<file path="src/rtl/cdr_pkg.sv">
`default_nettype none

package cdr_pkg;

  // accumulator widths
  localparam int PHASE_W = 24;  // phase integrator, wraps mod 2^24
  localparam int FREQ_W = 16;  // signed frequency integrator
  localparam int CODE_W = 11;  // fixed by the oscillator interface

  // frequency term seen by the phase integrator is freq >>> FREQ_SHIFT
  localparam int FREQ_SHIFT = 7;

  // proportional gain
  localparam int PHUG_W = 12;
  localparam logic [PHUG_W-1:0] PHUG_RST = 12'd500;

  // integral gain
  localparam int FRUG_W = 10;
  localparam logic [FRUG_W-1:0] FRUG_RST = 10'd80;

  // invalid pattern counter, saturating
  localparam int CNT_W = 8;
  localparam logic [CNT_W-1:0] CNT_MAX = {CNT_W{1'b1}};

  // register data path
  localparam int CFG_DW = 16;

  // bit positions inside CTRL
  localparam int CTRL_EN_BIT = 0;
  localparam int CTRL_CLR_BIT = 1;  // write only, reads back as zero

  // phase detector outcome per bit
  typedef enum logic [1:0] {
    PD_NONE    = 2'd0,  // no transition
    PD_EARLY   = 2'd1,  // edge matches previous bit
    PD_LATE    = 2'd2,  // edge matches current bit
    PD_INVALID = 2'd3   // edge differs from two equal bits
  } pd_dec_e;

  // decision as it leaves the detector
  typedef struct packed {
    logic    valid;  // one pulse per consumed sample
    pd_dec_e dec;
  } pd_dec_t;

  // register map, word addressed
  typedef enum logic [1:0] {
    REG_PHUG   = 2'd0,
    REG_FRUG   = 2'd1,
    REG_CTRL   = 2'd2,
    REG_STATUS = 2'd3
  } cfg_addr_e;

  // filter configuration from the register block
  typedef struct packed {
    logic [PHUG_W-1:0] phug;
    logic [FRUG_W-1:0] frug;
    logic              enable;  // filter ignores decisions when low
    logic              clear;   // single cycle pulse
  } loop_cfg_t;

endpackage

`default_nettype wire
</file>
<file path="src/rtl/cdr_core.sv">
`timescale 1ns/1ps
`default_nettype none

// cdr digital back end
// detector -> loop filter -> phase code, register block on the side
module cdr_core (
  input  wire logic                       clk,
  input  wire logic                       rst_n,
  // sampler side
  input  wire logic                       sample_valid,
  input  wire logic                       data_smp,
  input  wire logic                       edge_smp,
  // register port
  input  wire logic                       cfg_we,
  input  cdr_pkg::cfg_addr_e              cfg_addr,
  input  wire logic [cdr_pkg::CFG_DW-1:0] cfg_wdata,
  output logic [cdr_pkg::CFG_DW-1:0]      cfg_rdata,
  // results
  output cdr_pkg::pd_dec_t                pd_dec,
  output logic [cdr_pkg::CODE_W-1:0]      code
);

  cdr_pkg::loop_cfg_t loop_cfg;  // gains, enable, clear pulse

  // one decision per valid sample, registered
  alexander_pd u_pd (
    .clk          (clk),
    .rst_n        (rst_n),
    .sample_valid (sample_valid),
    .data_smp     (data_smp),
    .edge_smp     (edge_smp),
    .pd_dec       (pd_dec)
  );

  // integrates decisions one edge later
  cdr_loop_filter u_filter (
    .clk      (clk),
    .rst_n    (rst_n),
    .pd_dec   (pd_dec),
    .loop_cfg (loop_cfg),
    .code     (code)
  );

  // counts invalid decisions too
  cdr_cfg_regs u_regs (
    .clk       (clk),
    .rst_n     (rst_n),
    .cfg_we    (cfg_we),
    .cfg_addr  (cfg_addr),
    .cfg_wdata (cfg_wdata),
    .pd_dec    (pd_dec),
    .cfg_rdata (cfg_rdata),
    .loop_cfg  (loop_cfg)
  );

endmodule

`default_nettype wire

</file>
<file path="src/rtl/cdr_cfg_regs.sv">
`timescale 1ns/1ps
`default_nettype none

// gain / control registers beside the loop filter
// write strobe, combinational read, no wait states
module cdr_cfg_regs (
  input  wire logic                      clk,
  input  wire logic                      rst_n,
  input  wire logic                      cfg_we,
  input  cdr_pkg::cfg_addr_e             cfg_addr,
  input  wire logic [cdr_pkg::CFG_DW-1:0] cfg_wdata,
  input  cdr_pkg::pd_dec_t               pd_dec,
  output logic [cdr_pkg::CFG_DW-1:0]     cfg_rdata,
  output cdr_pkg::loop_cfg_t             loop_cfg
);

  logic [cdr_pkg::PHUG_W-1:0] phug_q;
  logic [cdr_pkg::FRUG_W-1:0] frug_q;
  logic                       enable_q;
  logic                       clear_q;   // pulse, one cycle
  logic [cdr_pkg::CNT_W-1:0]  inv_cnt_q;  // invalid decisions seen

  logic                       wr_ctrl;
  logic                       wr_status;
  logic                       inv_hit;

  assign wr_ctrl   = cfg_we && (cfg_addr == cdr_pkg::REG_CTRL);
  assign wr_status = cfg_we && (cfg_addr == cdr_pkg::REG_STATUS);
  assign inv_hit   = pd_dec.valid && (pd_dec.dec == cdr_pkg::PD_INVALID);

  // gains and enable
  always_ff @(posedge clk or negedge rst_n) begin
    if (!rst_n) begin
      phug_q   <= cdr_pkg::PHUG_RST;
      frug_q   <= cdr_pkg::FRUG_RST;
      enable_q <= 1'b1;  // loop runs out of reset
    end else if (cfg_we) begin
      case (cfg_addr)
        cdr_pkg::REG_PHUG: phug_q <= cfg_wdata[cdr_pkg::PHUG_W-1:0];
        cdr_pkg::REG_FRUG: frug_q <= cfg_wdata[cdr_pkg::FRUG_W-1:0];
        cdr_pkg::REG_CTRL: enable_q <= cfg_wdata[cdr_pkg::CTRL_EN_BIT];
        default: ;  // status handled by the counter
      endcase
    end
  end

  // clear strobe, drops by itself next cycle
  always_ff @(posedge clk or negedge rst_n) begin
    if (!rst_n) begin
      clear_q <= 1'b0;
    end else begin
      clear_q <= wr_ctrl && cfg_wdata[cdr_pkg::CTRL_CLR_BIT];
    end
  end

  // saturating invalid counter, any status write zeroes it
  always_ff @(posedge clk or negedge rst_n) begin
    if (!rst_n) begin
      inv_cnt_q <= '0;
    end else if (wr_status) begin
      inv_cnt_q <= '0;
    end else if (inv_hit && (inv_cnt_q != cdr_pkg::CNT_MAX)) begin
      inv_cnt_q <= inv_cnt_q + 1'b1;
    end
  end

  // read mux, unused bits zero
  always_comb begin
    cfg_rdata = '0;
    case (cfg_addr)
      cdr_pkg::REG_PHUG:   cfg_rdata[cdr_pkg::PHUG_W-1:0] = phug_q;
      cdr_pkg::REG_FRUG:   cfg_rdata[cdr_pkg::FRUG_W-1:0] = frug_q;
      cdr_pkg::REG_CTRL:   cfg_rdata[cdr_pkg::CTRL_EN_BIT] = enable_q;  // clear reads 0
      cdr_pkg::REG_STATUS: cfg_rdata[cdr_pkg::CNT_W-1:0] = inv_cnt_q;
      default:             cfg_rdata = '0;
    endcase
  end

  assign loop_cfg.phug   = phug_q;
  assign loop_cfg.frug   = frug_q;
  assign loop_cfg.enable = enable_q;
  assign loop_cfg.clear  = clear_q;

endmodule

`default_nettype wire

</file>
<file path="src/rtl/cdr_loop_filter.sv">
`timescale 1ns/1ps
`default_nettype none

// second order bang-bang loop filter
// freq integrator accumulates +-frug, phase integrator takes freq slice plus +-phug
module cdr_loop_filter (
  input  wire logic                     clk,
  input  wire logic                     rst_n,
  input  cdr_pkg::pd_dec_t              pd_dec,
  input  cdr_pkg::loop_cfg_t            loop_cfg,
  output logic [cdr_pkg::CODE_W-1:0]    code
);

  localparam int PH_W = cdr_pkg::PHASE_W;
  localparam int FR_W = cdr_pkg::FREQ_W;

  logic [FR_W-1:0]        freq_q;   // two's complement
  logic [PH_W-1:0]        phase_q;
  logic [FR_W-1:0]        freq_d;
  logic [PH_W-1:0]        phase_d;

  logic signed [FR_W-1:0] freq_shr;   // freq >>> FREQ_SHIFT
  logic [PH_W-1:0]        freq_term;  // sign extended to phase width
  logic [PH_W-1:0]        phug_ext;
  logic [FR_W-1:0]        frug_ext;

  logic                   is_late;
  logic                   is_early;
  logic                   update;

  // only real transitions move the loop
  assign is_late  = pd_dec.valid && (pd_dec.dec == cdr_pkg::PD_LATE);
  assign is_early = pd_dec.valid && (pd_dec.dec == cdr_pkg::PD_EARLY);
  assign update   = loop_cfg.enable && (is_late || is_early);

  // signed slice of the frequency word, works in both directions
  assign freq_shr  = $signed(freq_q) >>> cdr_pkg::FREQ_SHIFT;
  assign freq_term = {{(PH_W-FR_W){freq_shr[FR_W-1]}}, freq_shr};

  // gains are unsigned magnitudes
  assign phug_ext = {{(PH_W-cdr_pkg::PHUG_W){1'b0}}, loop_cfg.phug};
  assign frug_ext = {{(FR_W-cdr_pkg::FRUG_W){1'b0}}, loop_cfg.frug};

  always_comb begin
    freq_d  = freq_q;
    phase_d = phase_q;
    if (update) begin
      // phase uses the old freq value, both wrap naturally
      if (is_late) begin
        freq_d  = freq_q + frug_ext;
        phase_d = phase_q + freq_term + phug_ext;
      end else begin
        freq_d  = freq_q - frug_ext;
        phase_d = phase_q + freq_term - phug_ext;
      end
    end
  end

  always_ff @(posedge clk or negedge rst_n) begin
    if (!rst_n) begin
      freq_q  <= '0;
      phase_q <= '0;
    end else if (loop_cfg.clear) begin
      // clear wins over any decision in the same cycle
      freq_q  <= '0;
      phase_q <= '0;
    end else begin
      freq_q  <= freq_d;
      phase_q <= phase_d;
    end
  end

  // top bits drive the oscillator / interpolator
  assign code = phase_q[PH_W-1 -: cdr_pkg::CODE_W];

endmodule

`default_nettype wire

</file>
<file path="src/rtl/alexander_pd.sv">
`timescale 1ns/1ps
`default_nettype none

// alexander (bang-bang) phase detector
// compares previous data bit, edge sample between bits and current data bit
module alexander_pd (
  input  wire logic             clk,
  input  wire logic             rst_n,
  input  wire logic             sample_valid,  // one pair per recovered bit
  input  wire logic             data_smp,
  input  wire logic             edge_smp,
  output cdr_pkg::pd_dec_t      pd_dec
);

  logic              prev_q;   // last data sample
  logic              primed_q;  // prev_q holds a real sample
  cdr_pkg::pd_dec_e  dec_c;     // classification of the incoming pair
  cdr_pkg::pd_dec_t  pd_dec_q;

  // truth table over prev / edge / current
  always_comb begin
    if (prev_q == data_smp) begin
      // no data transition, edge should agree
      if (edge_smp == data_smp) begin
        dec_c = cdr_pkg::PD_NONE;
      end else begin
        dec_c = cdr_pkg::PD_INVALID;  // glitch or sampler error
      end
    end else begin
      // transition, edge tells which side the clock sits
      if (edge_smp == prev_q) begin
        dec_c = cdr_pkg::PD_EARLY;
      end else begin
        dec_c = cdr_pkg::PD_LATE;
      end
    end
  end

  always_ff @(posedge clk or negedge rst_n) begin
    if (!rst_n) begin
      prev_q   <= 1'b0;
      primed_q <= 1'b0;
      pd_dec_q <= '0;  // valid low, PD_NONE
    end else begin
      pd_dec_q.valid <= sample_valid;  // pulse only for consumed pairs
      if (sample_valid) begin
        prev_q   <= data_smp;
        primed_q <= 1'b1;
        // first sample after reset has no history to compare
        if (primed_q) begin
          pd_dec_q.dec <= dec_c;
        end else begin
          pd_dec_q.dec <= cdr_pkg::PD_NONE;
        end
      end
    end
  end

  assign pd_dec = pd_dec_q;

endmodule

`default_nettype wire

</file>
<file path="config.mk">
export PLATFORM = sky130hd
export DESIGN_NAME = cdr_core
export DESIGN_NICKNAME = d
export VERILOG_FILES = /design/src/rtl/cdr_pkg.sv /design/src/rtl/cdr_core.sv /design/src/rtl/cdr_cfg_regs.sv /design/src/rtl/cdr_loop_filter.sv /design/src/rtl/alexander_pd.sv
export SDC_FILE = /design/constraint.sdc
export NUM_CORES = 1
export LEC_CHECK = 0
export ABC_CLOCK_PERIOD_IN_PS = 10500
export BUFFER_PORTS_ARGS = -buffer_cell sky130_fd_sc_hd__buf_4
export CAP_MARGIN = 10
export CORE_MARGIN = 1.5
export CORE_UTILIZATION = 30
export CTS_CLUSTER_DIAMETER = 150
export DETAILED_ROUTE_END_ITERATION = 8
export HOLD_SLACK_MARGIN = 0.1
export PLACE_DENSITY = 0.5
export RECOVER_POWER = 25
export SETUP_SLACK_MARGIN = 0.4
export SYNTH_ARGS = -nofsm -noshare
export SYNTH_HDL_FRONTEND = slang
export SYNTH_SLANG_ARGS = --single-unit
</file>
<file path="constraint.sdc">
create_clock -name clk -period 10.5 [get_ports clk]
set_input_delay 0.525 -clock clk [delete_from_list [all_inputs] [get_ports clk]]
set_output_delay 0.525 -clock clk [all_outputs]
set_load 0.02 [all_outputs]
</file>
==> results by group <==
CTS
  • Post CTS Setup Buffer Count: 0
  • H-tree levels: 3
  • Clk_lat worst skew: 0.36 ns
  • Clock buffer depth: 2
  • Root buffer cell: clkbuf_16
  • CTS tree: built
  • Sink Count: 77
  • Clk slew on worst S/H paths: 0.08 ns
  • CTS buffer count: 9

Floorplan
  • Ports: 54
  • Die X: 154 um
  • Initial core utilization: 30.9%
  • Placeable Area: 0.0220 mm2
  • Row count: 54
  • Height of the die: 154 um
  • Die Area: 0.0236 mm2

Placed design
  • GPL Wtd Cong: 0.829
  • Hpwl dp: 13.5 mm
  • Port Buffers: 45

Routing
  • WL final: 18.3 mm
  • Avg Vias per Cell: 5.24
  • Drt pass-1 iters: 5
  • Initial DRC count: 314
  • DRC: 0
  • Post-DRT Antenna Nets: 0
  • Via count: 5814
  • Wire per inst: 16.5 um

Synthesis
  • Mux share of post-synthesis cell area: 6.36%
  • Largest family of logic cells by synthesized area: compound AO/OA/AOI/OAI gates
  • Sequential fraction of the synthesis area: 28.5%
  • Seq cells post-synth: 77
  • Distinct cell type count after synthesis: 71
  • Post-Syn Area: 0.00681 mm2
  • Post-synthesis xor/xnor area fraction: 8.61%
  • Post-Synth Simple-Gate Area: 19.0%
  • Leading register cell type out of synthesis: dfrtp_1
  • Syn Inst Count: 803
  • Compound-cell area share of the yosys netlist: 20.1%
  • YS warnings: 0
  • Adder-Cell Fraction of Synth Area: 12.6%
  • Ys async rst share: 100%
  • Synthesized area per cell: 8.48 um2
  • Post-synth EDFFs: 0

STA
  • Final setup fails: 0
  • Post-layout min period: 4.70 ns
  • Peak Freq: 213 MHz
  • Period utilization: 44.8%
  • Setup TNS: 0 ns
  • Final Hold Vio Count: 0
  • RSZ-0062 raised after global routing: no
  • Tightest Pin Transition: 1.12 ns
  • Fin Clk Skew: 0.0100 ns
  • Fin. max-slew vios: 0
  • Slew HR: 25.5%

Critical path
  • CP max FO: 17
  • Data arrival, critical path: 4.94 ns
  • Crit-path max cell delay: 0.83 ns
  • Slowest stage cell on the critical path: dfrtp_1
  • CP Capture Type: register
  • Worst setup path class: register to register
  • CP required: 10.74 ns
  • Critical Path, Cell by Cell: ha_1 > and2_1 > and4_1 > a31oi_1 > nand3_1 > a31oi_1 > o21ai_1 > a21boi_0 > xnor2_1 > ha_1 > a21oi_1 > o21bai_1 > nor2_1 > a21oi_1 > nor2_1 > and3_1 > mux2i_1 > mux2_1
  • Startpoint Class: register

GRT
  • Vias in the first global route: 5644
  • Initial antenna violation count: 0
  • Total track usage: 16.2%
  • Largest net degree at the start of global routing: 61
  • First-pass GRT wire length: 30.5 mm
  • Gr ovfl total: 0

Power and ir drop
  • Pleak: 0.00330 uW
  • Peak VDD IR: 0.000123 V
  • Pwr Density: 376 mW/mm2

Status
  • Outcome: finished clean

Min path
  • HP Class: input port to register

Layout
  • Commonest non-fill, non-tap cell in the layout: nand2_1
  • Final nets: 916
  • Share of cells above drive strength 1: 13.1%
  • Most frequent cells in the layout: nand2_1, a21oi_1, dfrtp_1, ha_1, nor2_1
  • Post-layout util: 34.5%
  • Antenna diodes: 0
  • Area Overhead vs Synth: 11.4%

Job
  • Max Cap Viol: 0
[metrics by stage]
stage                     setup WS, ns  std cells  total power, uW  instance area [um2]  hold WS (ns)
after floorplan                   6.64        806             2120                 6820         0.229
after global placement            5.81       1093             2540                 7320         0.425
after detailed placement          5.78       1093             2540                 7320         0.428
after CTS                         5.76       1110             2890                 7630         0.308
after global routing              5.32       1110             3170                 7590         0.380
final                             5.80       1110             2860                 7590         0.379
[area by class of cell]
class / instances / area (um2)
flip-flops and latches: 77 / 1940
clock buffers: 9 / 225
inverters: 29 / 109
clock inverters: 7 / 75.1
fillers: 2331 / 14400
multi-input cells: 658 / 4560
repair buffers: 50 / 333
well taps: 280 / 350
[critical path, delay by kind of cell (launching register included)]
kind / cells / cell delay, ns
flip-flops: 1 / 0.83
AND/OR/NAND/NOR: 6 / 0.85
XOR/XNOR: 1 / 0.18
adder cells (fa/ha/maj): 2 / 0.71
AO/OA/AOI/OAI: 7 / 1.46
multiplexers: 2 / 0.52
[synthesized netlist by cell type, types with 4 or more instances]
cell | n | area (um2)
nand2_1 | 88 | 330
a21oi_1 | 75 | 375
dfrtp_1 | 68 | 1700
ha_1 | 64 | 801
nor2_1 | 56 | 210
xnor2_1 | 42 | 368
o21ai_0 | 32 | 160
nand3_1 | 31 | 155
inv_1 | 28 | 105
xor2_1 | 25 | 219
mux2_2 | 22 | 248
clkbuf_1 | 21 | 78.8
nor3_1 | 19 | 95.1
a31oi_1 | 18 | 113
buf_4 | 15 | 113
a21o_1 | 14 | 105
mux2i_1 | 14 | 140
nor2b_1 | 11 | 68.8
and3_1 | 10 | 62.6
o211ai_1 | 10 | 75.1
o21a_1 | 10 | 75.1
dfstp_2 | 9 | 236
or3_1 | 9 | 56.3
nand4_1 | 8 | 50.1
and2_1 | 7 | 43.8
nand2b_1 | 7 | 43.8
o2111ai_1 | 6 | 52.6
o21bai_1 | 6 | 45.0
o31ai_1 | 6 | 45.0
buf_1 | 5 | 18.8
nand3b_1 | 5 | 37.5
a211oi_1 | 4 | 30.0
[logic make-up (layout without fill, tap and decap cells)]
group                      Yosys count  in the layout
AOI/OAI and AO/OA                  213            213
xor gates and xnor gates            67             67
adders and majority gates           67             67
buffers and inverters               71             95
DFF                                 77             77
muxes                               39             39
other                                1              4
and+or+nand+nor                    268            268
[power breakdown]
| group | total [uW] | internal [uW] | leakage, uW | switching, uW |
|---|---|---|---|---|
| clock | 325 | 169 | 0.000145 | 155 |
| sequential | 496 | 391 | 0.000955 | 105 |
| combinational | 2040 | 870 | 0.00220 | 1170 |
[worst paths after layout]
path / start / to / slack, ns / cells after the start
worst max register to register: u_filter.freq_q[15] / u_filter.phase_q[23] / 5.80 / 18
worst min register to register: u_pd.primed_q / u_pd.primed_q / 0.47 / 1
worst max-delay path: u_filter.freq_q[15] / u_filter.phase_q[23] / 5.80 / 18
worst min-delay path: sample_valid / u_pd.pd_dec[2] / 0.38 / 1
min in group asynchronous: rst_n / u_filter.phase_q[19] / 0.90 / 2
max in group asynchronous: rst_n / u_filter.phase_q[3] / 8.18 / 3
[state kept, by name (all words and copies together), names as in the netlist]
register and flops:
u_filter.phase_q 24, u_regs.phug_q 12, u_regs.clear_q 1, u_regs.frug_q 10, u_regs.enable_q 1, u_regs.inv_cnt_q 8
u_pd.prev_q 1, u_filter.freq_q 16, u_pd.primed_q 1, u_pd.pd_dec 3
[timing repair]
item                       4_1_cts  5_1_grt
hold endpoints to repair        17        0
hold buffers                     1        0
resized for setup                0        0
setup endpoints to repair        0        0
[layer usage]
layer  vias to the layer above  share of wire [%]  global-route usage [%]  routed length, um
li1                       2923                  -                       -                  -
met1                      2767                 51                    23.3               9300
met2                       112                 45                    25.4               8180
met3                        12                3.6                    2.54                657
met4                         0               0.94                    3.61                172
met5                         -                  0                       0                  0
Power figures use the tool's default switching activity.
